<file path="src/source/conv_defs.svh">
`ifndef CONV_DEFS_SVH
`define CONV_DEFS_SVH

// Width of one weight and of one pixel channel, signed
`define CONV_DATA_WIDTH 16

// Width of one output value, signed, wraps on overflow
`define CONV_ACC_WIDTH 32

// Weights per set
// 2 out x 2 in x 1 x 1
`define CONV_WEIGHT_NUM 4

// Entries in the pixel FIFO
`define CONV_PIXEL_DEPTH 8

`endif

</file>
<file path="src/source/weight_pkg.sv">
`include "conv_defs.svh"

package weight_pkg;

	////////////////////
	// Weight types
	////////////////////

	// One signed weight
	typedef logic signed [`CONV_DATA_WIDTH-1:0] weight_t;

	// Full 1x1 kernel set for 2 in / 2 out
	// Field order matches the arrival order of the weights
	typedef struct packed {
		// Output 0
		weight_t w_o0_c0;
		weight_t w_o0_c1;
		// Output 1
		weight_t w_o1_c0;
		weight_t w_o1_c1;
	} weight_set_t;

endpackage

</file>
<file path="src/source/feature_pkg.sv">
`include "conv_defs.svh"

package feature_pkg;

	////////////////////
	// Feature map types
	////////////////////

	// One input pixel, both channels packed together
	typedef struct packed {
		// Input channel 0
		logic signed [`CONV_DATA_WIDTH-1:0] ch0;
		// Input channel 1
		logic signed [`CONV_DATA_WIDTH-1:0] ch1;
	} pixel_t;

	// One output pixel, both output channels
	// Each value is a wrapped sum of two products
	typedef struct packed {
		// Output channel 0
		logic signed [`CONV_ACC_WIDTH-1:0] out0;
		// Output channel 1
		logic signed [`CONV_ACC_WIDTH-1:0] out1;
	} result_t;

endpackage

</file>
<file path="src/source/sync_fifo.sv">
`timescale 1ns/1ps

module sync_fifo #(
	parameter type payload_t = logic [7:0],
	parameter int DEPTH = 4
) (
	input  logic     clk,
	input  logic     reset,
	input  logic     write,
	input  logic     read,
	input  payload_t data_in,
	output payload_t data_out,
	output logic     full,
	output logic     empty
);

	// Pointer and occupancy widths
	localparam int PTR_W = (DEPTH > 1) ? $clog2(DEPTH) : 1;
	localparam int CNT_W = $clog2(DEPTH + 1);

	// Storage
	payload_t mem [DEPTH];

	// Control state
	logic [PTR_W-1:0] wr_ptr;
	logic [PTR_W-1:0] rd_ptr;
	logic [CNT_W-1:0] count;

	// Qualified strobes
	logic do_write;
	logic do_read;

	// Circular increment, works for any depth
	function automatic logic [PTR_W-1:0] next_ptr(input logic [PTR_W-1:0] ptr);
		if (ptr == PTR_W'(DEPTH - 1)) begin
			return '0;
		end
		return ptr + 1'b1;
	endfunction

	// Flags come straight off the count register
	assign full  = (count == CNT_W'(DEPTH));
	assign empty = (count == '0);

	// Write allowed when full only if a read frees a slot
	assign do_write = write && (!full || read);
	assign do_read  = read && !empty;

	////////////////////
	// Data path
	////////////////////

	always_ff @(posedge clk) begin
		if (do_write) begin
			mem[wr_ptr] <= data_in;
		end
		// Read data shows up one cycle after the strobe
		if (do_read) begin
			data_out <= mem[rd_ptr];
		end
	end

	////////////////////
	// Pointers and count
	////////////////////

	always_ff @(posedge clk) begin
		if (reset) begin
			wr_ptr <= '0;
			rd_ptr <= '0;
			count  <= '0;
		end else begin
			if (do_write) begin
				wr_ptr <= next_ptr(wr_ptr);
			end
			if (do_read) begin
				rd_ptr <= next_ptr(rd_ptr);
			end
			case ({do_write, do_read})
				2'b10:   count <= count + 1'b1;
				2'b01:   count <= count - 1'b1;
				default: count <= count;
			endcase
		end
	end

	// Producer must never overfill
	a_no_write_full: assert property (@(posedge clk) disable iff (reset)
		write |-> !full)
		else $error("sync_fifo: write while full");

	// Consumer must never underflow
	a_no_read_empty: assert property (@(posedge clk) disable iff (reset)
		read |-> !empty)
		else $error("sync_fifo: read while empty");

endmodule

</file>
<file path="src/source/conv_1x1_weight_buffer.sv">
`timescale 1ns/1ps
`include "conv_defs.svh"

module conv_1x1_weight_buffer import weight_pkg::*; (
	input  logic    clk,
	input  logic    reset,
	input  logic    valid_in,
	input  weight_t in,
	input  logic    load_weights,
	output weight_t out_buffer_weight,
	output logic    valid_out
);

	// Input register stage
	weight_t in_reg;
	logic    in_reg_valid;

	// Weight FIFO empty flag, only watched by the check below
	logic fifo_empty;

	// Incoming weight, one cycle of delay
	always_ff @(posedge clk) begin
		in_reg <= in;
	end

	always_ff @(posedge clk) begin
		if (reset) begin
			in_reg_valid <= 1'b0;
		end else begin
			in_reg_valid <= valid_in;
		end
	end

	////////////////////
	// Weight FIFO
	////////////////////

	// One full set of weights fits
	sync_fifo #(
		.payload_t (weight_t),
		.DEPTH     (`CONV_WEIGHT_NUM)
	) weight_fifo_inst (
		.clk      (clk),
		.reset    (reset),
		.write    (in_reg_valid),
		.read     (load_weights),
		.data_in  (in_reg),
		.data_out (out_buffer_weight),
		.full     (),
		.empty    (fifo_empty)
	);

	// Sticky once the first weight has been read out
	always_ff @(posedge clk) begin
		if (reset) begin
			valid_out <= 1'b0;
		end else if (load_weights) begin
			valid_out <= 1'b1;
		end
	end

	// Engine reads only after the source has delivered its set
	a_load_not_empty: assert property (@(posedge clk) disable iff (reset)
		load_weights |-> !fifo_empty)
		else $error("weight buffer: load_weights with no weight queued");

endmodule

</file>
<file path="src/source/conv_1x1_engine.sv">
`timescale 1ns/1ps
`include "conv_defs.svh"

module conv_1x1_engine import weight_pkg::*, feature_pkg::*; (
	input  logic    clk,
	input  logic    reset,
	input  logic    start,
	output logic    load_weights,
	input  weight_t out_buffer_weight,
	input  logic    pixel_empty,
	output logic    pixel_read,
	input  pixel_t  pixel_data,
	output logic    busy,
	output logic    result_valid,
	output result_t result
);

	// Counts 0 up to the weight count
	localparam int LOAD_W = $clog2(`CONV_WEIGHT_NUM + 1);

	// Load sequencer
	logic [LOAD_W-1:0] load_count;
	logic              cap_en;
	logic [LOAD_W-1:0] cap_idx;
	logic              have_weights;

	// Kernel registers
	weight_set_t weight_set;

	// Pixel pipeline
	logic pixel_valid;

	// Products and sums, 32 bit wrap
	logic signed [`CONV_ACC_WIDTH-1:0] prod_o0_c0;
	logic signed [`CONV_ACC_WIDTH-1:0] prod_o0_c1;
	logic signed [`CONV_ACC_WIDTH-1:0] prod_o1_c0;
	logic signed [`CONV_ACC_WIDTH-1:0] prod_o1_c1;
	logic signed [`CONV_ACC_WIDTH-1:0] sum_o0;
	logic signed [`CONV_ACC_WIDTH-1:0] sum_o1;

	////////////////////
	// Weight load sequencer
	////////////////////

	always_ff @(posedge clk) begin
		if (reset) begin
			busy         <= 1'b0;
			load_weights <= 1'b0;
			load_count   <= '0;
			cap_en       <= 1'b0;
			cap_idx      <= '0;
			have_weights <= 1'b0;
		end else begin
			// Buffer output lags each read by one cycle
			cap_en  <= load_weights;
			cap_idx <= load_count;

			// Start ignored unless idle
			if (start && !busy) begin
				busy         <= 1'b1;
				load_weights <= 1'b1;
				load_count   <= '0;
			end else if (load_weights) begin
				load_count <= load_count + 1'b1;
				// Four back-to-back reads
				if (load_count == LOAD_W'(`CONV_WEIGHT_NUM - 1)) begin
					load_weights <= 1'b0;
				end
			end

			// Last weight captured, set is complete
			if (cap_en && cap_idx == LOAD_W'(`CONV_WEIGHT_NUM - 1)) begin
				busy         <= 1'b0;
				have_weights <= 1'b1;
			end
		end
	end

	// Fill the set in arrival order
	always_ff @(posedge clk) begin
		if (cap_en) begin
			case (cap_idx)
				LOAD_W'(0): weight_set.w_o0_c0 <= out_buffer_weight;
				LOAD_W'(1): weight_set.w_o0_c1 <= out_buffer_weight;
				LOAD_W'(2): weight_set.w_o1_c0 <= out_buffer_weight;
				default:    weight_set.w_o1_c1 <= out_buffer_weight;
			endcase
		end
	end

	////////////////////
	// Pixel pop and MAC
	////////////////////

	// One pop per cycle, empty flag already tracks each pop
	assign pixel_read = !busy && have_weights && !pixel_empty;

	// FIFO data valid one cycle after the pop
	always_ff @(posedge clk) begin
		if (reset) begin
			pixel_valid  <= 1'b0;
			result_valid <= 1'b0;
		end else begin
			pixel_valid  <= pixel_read;
			result_valid <= pixel_valid;
		end
	end

	// Signed 16x16 products, sums wrap at 32 bits
	always_comb begin
		prod_o0_c0 = weight_set.w_o0_c0 * pixel_data.ch0;
		prod_o0_c1 = weight_set.w_o0_c1 * pixel_data.ch1;
		prod_o1_c0 = weight_set.w_o1_c0 * pixel_data.ch0;
		prod_o1_c1 = weight_set.w_o1_c1 * pixel_data.ch1;
		sum_o0     = prod_o0_c0 + prod_o0_c1;
		sum_o1     = prod_o1_c0 + prod_o1_c1;
	end

	// Result registered alongside result_valid
	always_ff @(posedge clk) begin
		if (pixel_valid) begin
			result.out0 <= sum_o0;
			result.out1 <= sum_o1;
		end
	end

	// Kernel must be stable while a popped pixel is in the MAC
	a_kernel_stable: assert property (@(posedge clk) disable iff (reset)
		cap_en |-> !pixel_valid)
		else $error("engine: weight set rewritten under a pixel in flight");

endmodule

</file>
<file path="src/source/conv_1x1_top.sv">
`timescale 1ns/1ps
`include "conv_defs.svh"

module conv_1x1_top import weight_pkg::*, feature_pkg::*; (
	input  logic    clk,
	input  logic    reset,
	input  logic    weight_valid,
	input  weight_t weight_in,
	input  logic    pixel_valid,
	input  pixel_t  pixel_in,
	input  logic    start,
	output logic    weights_loaded,
	output logic    busy,
	output logic    pixel_full,
	output logic    result_valid,
	output result_t result
);

	// Weight path between buffer and engine
	logic    load_weights;
	weight_t out_buffer_weight;

	// Pixel path between FIFO and engine
	logic   pixel_read;
	pixel_t pixel_data;
	logic   pixel_empty;

	////////////////////
	// Weight staging
	////////////////////

	conv_1x1_weight_buffer weight_buffer_inst (
		.clk               (clk),
		.reset             (reset),
		.valid_in          (weight_valid),
		.in                (weight_in),
		.load_weights      (load_weights),
		.out_buffer_weight (out_buffer_weight),
		.valid_out         (weights_loaded)
	);

	// Pixel queue, full flag goes straight out to the source
	sync_fifo #(
		.payload_t (pixel_t),
		.DEPTH     (`CONV_PIXEL_DEPTH)
	) pixel_fifo_inst (
		.clk      (clk),
		.reset    (reset),
		.write    (pixel_valid),
		.read     (pixel_read),
		.data_in  (pixel_in),
		.data_out (pixel_data),
		.full     (pixel_full),
		.empty    (pixel_empty)
	);

	////////////////////
	// Compute
	////////////////////

	conv_1x1_engine engine_inst (
		.clk               (clk),
		.reset             (reset),
		.start             (start),
		.load_weights      (load_weights),
		.out_buffer_weight (out_buffer_weight),
		.pixel_empty       (pixel_empty),
		.pixel_read        (pixel_read),
		.pixel_data        (pixel_data),
		.busy              (busy),
		.result_valid      (result_valid),
		.result            (result)
	);

endmodule

</file>
<file path="config.mk">
export PLATFORM = sky130hd
export DESIGN_NAME = conv_1x1_top
export DESIGN_NICKNAME = d
export VERILOG_FILES = /design/src/source/weight_pkg.sv /design/src/source/feature_pkg.sv /design/src/source/sync_fifo.sv /design/src/source/conv_1x1_weight_buffer.sv /design/src/source/conv_1x1_engine.sv /design/src/source/conv_1x1_top.sv
export VERILOG_INCLUDE_DIRS = /design/src /design/src/source
export SDC_FILE = /design/constraint.sdc
export NUM_CORES = 2
export LEC_CHECK = 0
export ABC_CLOCK_PERIOD_IN_PS = 9270
export BUFFER_PORTS_ARGS = -buffer_cell sky130_fd_sc_hd__buf_2
export CELL_PAD_IN_SITES_DETAIL_PLACEMENT = 2
export CELL_PAD_IN_SITES_GLOBAL_PLACEMENT = 2
export CORE_MARGIN = 2
export CORE_UTILIZATION = 40
export CTS_BUF_LIST = sky130_fd_sc_hd__clkbuf_4 sky130_fd_sc_hd__clkbuf_8
export DETAILED_ROUTE_END_ITERATION = 10
export HOLD_SLACK_MARGIN = 0.06
export PLACE_DENSITY = 0.73
export REMOVE_ABC_BUFFERS = 1
export SYNTH_ARGS = -nofsm -noshare
export SYNTH_HDL_FRONTEND = slang
export SYNTH_SLANG_ARGS = --single-unit
</file>
<file path="constraint.sdc">
create_clock -name clk -period 9.27 [get_ports clk]
set_clock_uncertainty 0.2 [all_clocks]
set_input_delay 0 -clock clk [delete_from_list [all_inputs] [get_ports clk]]
set_output_delay 0 -clock clk [all_outputs]
set_load 0.01 [all_outputs]
</file>
==> results.sh <==
export IMPL_leakage_uw=0.02933
export IMPL_worst_slack_ns=0.2605
export IMPL_dp_worst_setup_slack_ns=-0.2826
export IMPL_min_period_over_period=0.9719
export IMPL_port_buffers=120
export IMPL_worstMarginPinSlew_ns=1.358
export IMPL_cap_violations=0
export IMPL_core_area_sq_um=145400
export IMPL_ir_drop_uv=307.5
export IMPL_comb_power_share=0.550
export IMPL_final_setup_tns_ns=0
export IMPL_start_util=0.4024
export IMPL_switching_share=0.4225
export IMPL_antenna_found_initial=14
export IMPL_top_register="pixel_fifo_inst.mem"
export IMPL_crit_path_max_fanout=17
export IMPL_syn_area_per_cell_sq_um=11.59
export IMPL_drt_wl_total_um=186500
export IMPL_cts_sinks=543
export IMPL_fp_dieW_um=386.4
export IMPL_dpl_cell_area_sq_um=61560
export IMPL_synth_area_sq_um=58500
export IMPL_numCtsBuffers=96
export IMPL_p_per_area_nw_per_um2=192.4
export IMPL_drt_first_pass_iters=6
export IMPL_slew_violations=0
export IMPL_area_delta_synth_final_pct=10.98
export IMPL_rows=140
export IMPL_hold_violations=0
export IMPL_drive_above_1_share=0.09918
export IMPL_synth_top_area_share=0.3922
export IMPL_die_area_sq_um=149300
export IMPL_clock_power_share=0.202
export IMPL_ys_top_cells_by_area="fa_1, edfxtp_1, inv_1"
export IMPL_post_drt_wl_per_cell_um=25.60
export IMPL_ant_nets=0
export IMPL_nNetsFinal=6800
export IMPL_status="finished, final reports clean"
export IMPL_drc_errors=0
export IMPL_p_int_uw=7215
export IMPL_period_minus_slack_ns=9.009
export IMPL_die_h_um=386.4
export IMPL_num_vias=37158
export IMPL_htree_levels=3
export IMPL_largest_reg_flops=256
export IMPL_cts_tree="yes"
export IMPL_hpwlAfterDp_um=139600
export IMPL_ys_seq_area_frac=0.2707
export IMPL_switchingPower_uw=5279
export IMPL_pin_count=121
export IMPL_grt_use_total=0.2568
export IMPL_endpoint_kind="flop"
export IMPL_crit_type="reg2reg"
export IMPL_required_ns=9.66
export IMPL_startpoint_type="flop"
export IMPL_fmax_ghz=0.1110
export IMPL_finalPower_uw=12490
export IMPL_fin_area_sq_um=64930
export IMPL_clk_path_buf_depth=3
export IMPL_clk_insertion_delay_late_ns=0.86
export IMPL_rsz0062_at_grt="false"
export IMPL_setup_viol=0
export IMPL_synthFlopType="edfxtp_1"
export IMPL_seqPwrFrac=0.248
export IMPL_synth_cell_types=67
export IMPL_synth_edff_count=496
export IMPL_hold_path_class="in2reg"
export IMPL_clk_pin_slew_ns=0.07
export IMPL_avgViaCountPerCell=5.101
export IMPL_postSynth_asyncResetShare=0
export IMPL_synth_cells=5047
export IMPL_gr_total_overflow=0
export IMPL_crit_arrival_ns=9.40
export IMPL_slew_headroom=0.09457
export IMPL_first_iter_violations=1962
export IMPL_grt_pass1_vias=45582
export IMPL_ys_seq_elements=543
export IMPL_cts_root_buf="clkbuf_8"
export IMPL_yosysTopAreaCell="fa_1"
export IMPL_yosys_warnings=0
export IMPL_gp_congestion=0.8209
export IMPL_grt_pass1_wl_um=285600
export IMPL_grt_max_degree=45
-- Yosys cell counts, drive strengths merged (10+ instances only) --
library cell  number
inv             1255
fa              1146
and2             504
edfxtp           496
nand2            495
ha               311
clkbuf           181
xnor2             82
mux4              80
nor2              77
a21oi             52
dfxtp             47
nor2b             35
mux2              33
nor3              26
o21ai             25
nand2b            23
xor2              21
a21o              17
a211oi            13
buf               13
nand3             13
or3               10
-- worst paths after layout --
check,startpoint,endpoint,slack [ns],depth (start not counted)
setup / recovery,pixel_fifo_inst.data_out[8]$_DFFE_PP_,engine_inst.result[31]$_DFFE_PP_,0.26,19
hold / removal,weight_in[13],weight_buffer_inst.in_reg[13]$_DFF_P_,0.18,3
setup reg to reg,pixel_fifo_inst.data_out[8]$_DFFE_PP_,engine_inst.result[31]$_DFFE_PP_,0.26,19
hold reg to reg,engine_inst.have_weights$_SDFFE_PP0P_,engine_inst.have_weights$_SDFFE_PP0P_,0.29,2
-- layout by cell type (no fill, tap or decap), types with 76 or more instances in the layout --
| cell type | synthesis | final |
|---|---|---|
| dlygate4sd3_1 | 0 | 107 |
| nand2_1 | 495 | 495 |
| fa_1 | 1146 | 1146 |
| xnor2_1 | 82 | 82 |
| nor2_1 | 77 | 76 |
| buf_2 | 7 | 120 |
| clkbuf_8 | 0 | 103 |
| buf_4 | 0 | 104 |
| and2_1 | 504 | 504 |
| mux4_2 | 80 | 80 |
| ha_1 | 311 | 311 |
| edfxtp_1 | 496 | 496 |
| inv_1 | 1255 | 1255 |
-- logic make-up (layout without fill, tap and decap cells) --
kind of cell    Yosys count  in the layout  share of synthesized area
fa+ha+maj              1457           1457                     0.4587
buf+inv                1449           1766                    0.09325
simple gates           1212           1212                     0.1047
flops                   543            543                     0.2707
compound gates          164            164                    0.01912
mux                     119            119                    0.03818
xor+xnor                103            103                    0.01542
other cells               0              4                          0
-- area by class of cell --
type                    instances  area, sq um
clock inverters                39        417.9
diodes                          4        10.01
well taps                    1917         2399
clock buffers                 133         1643
inverters                    1255         4711
flip-flops and latches        543        15840
multi-input cells            3055        37300
repair buffers                339         2608
fillers                     14700        80460
-- per-layer routing --
metal / wire [um] / up-vias / GRT usage
met4: 6526 / 6 / 0.08963
met1: 72930 / 20290 / 0.3142
met5: 38 / - / 0
met3: 8071 / 269 / 0.03127
met2: 98930 / 864 / 0.4660
li1: - / 15729 / -
-- power groups by stage --
stage	registers (uW)	logic, uW	clock network, uW
2_1_floorplan	3120	4920	0
3_3_place_gp	3130	6690	0
3_5_place_dp	3140	6960	0
4_1_cts	3090	7030	2540
5_1_grt	3100	7850	2670
6_report	3100	6870	2530
-- per-stage QoR --
| step | cells | utilization | hold slack, ns |
|---|---|---|---|
| after floorplan | 4853 | - | -0.1723 |
| after global placement | 6985 | 0.4234 | -0.09516 |
| after detailed placement | 6985 | 0.4234 | -0.08994 |
| after CTS | 7269 | 0.4454 | 0.1166 |
| after global routing | 7283 | 0.4465 | 0.1787 |
| final | 7285 | 0.4466 | 0.1813 |
-- worst max-delay path, stage by stage (launching register included) --
cell      delay [ns]
edfxtp_1        1.25
buf_4           0.41
nand2_1         0.13
fa_1            0.59
inv_1           0.08
fa_1            0.51
fa_1            0.59
fa_1            0.44
fa_1            0.53
fa_1            0.44
fa_1            0.54
fa_1            0.46
ha_1            0.48
nand4_1         0.21
nor4_2          0.62
o2111a_1        0.46
nor3_2          0.13
nor3_1          0.41
o211a_1         0.24
a211oi_2        0.04
-- what timing repair did --
action	4_1_cts	5_1_grt
setup endpoints to repair	3	4
gates resized for setup	1	1
endpoints found under the hold margin	312	0
hold buffers	107	0
buffers inserted	5	12
cloned	0	0
Note: power is estimated with default switching activity, not from simulation.
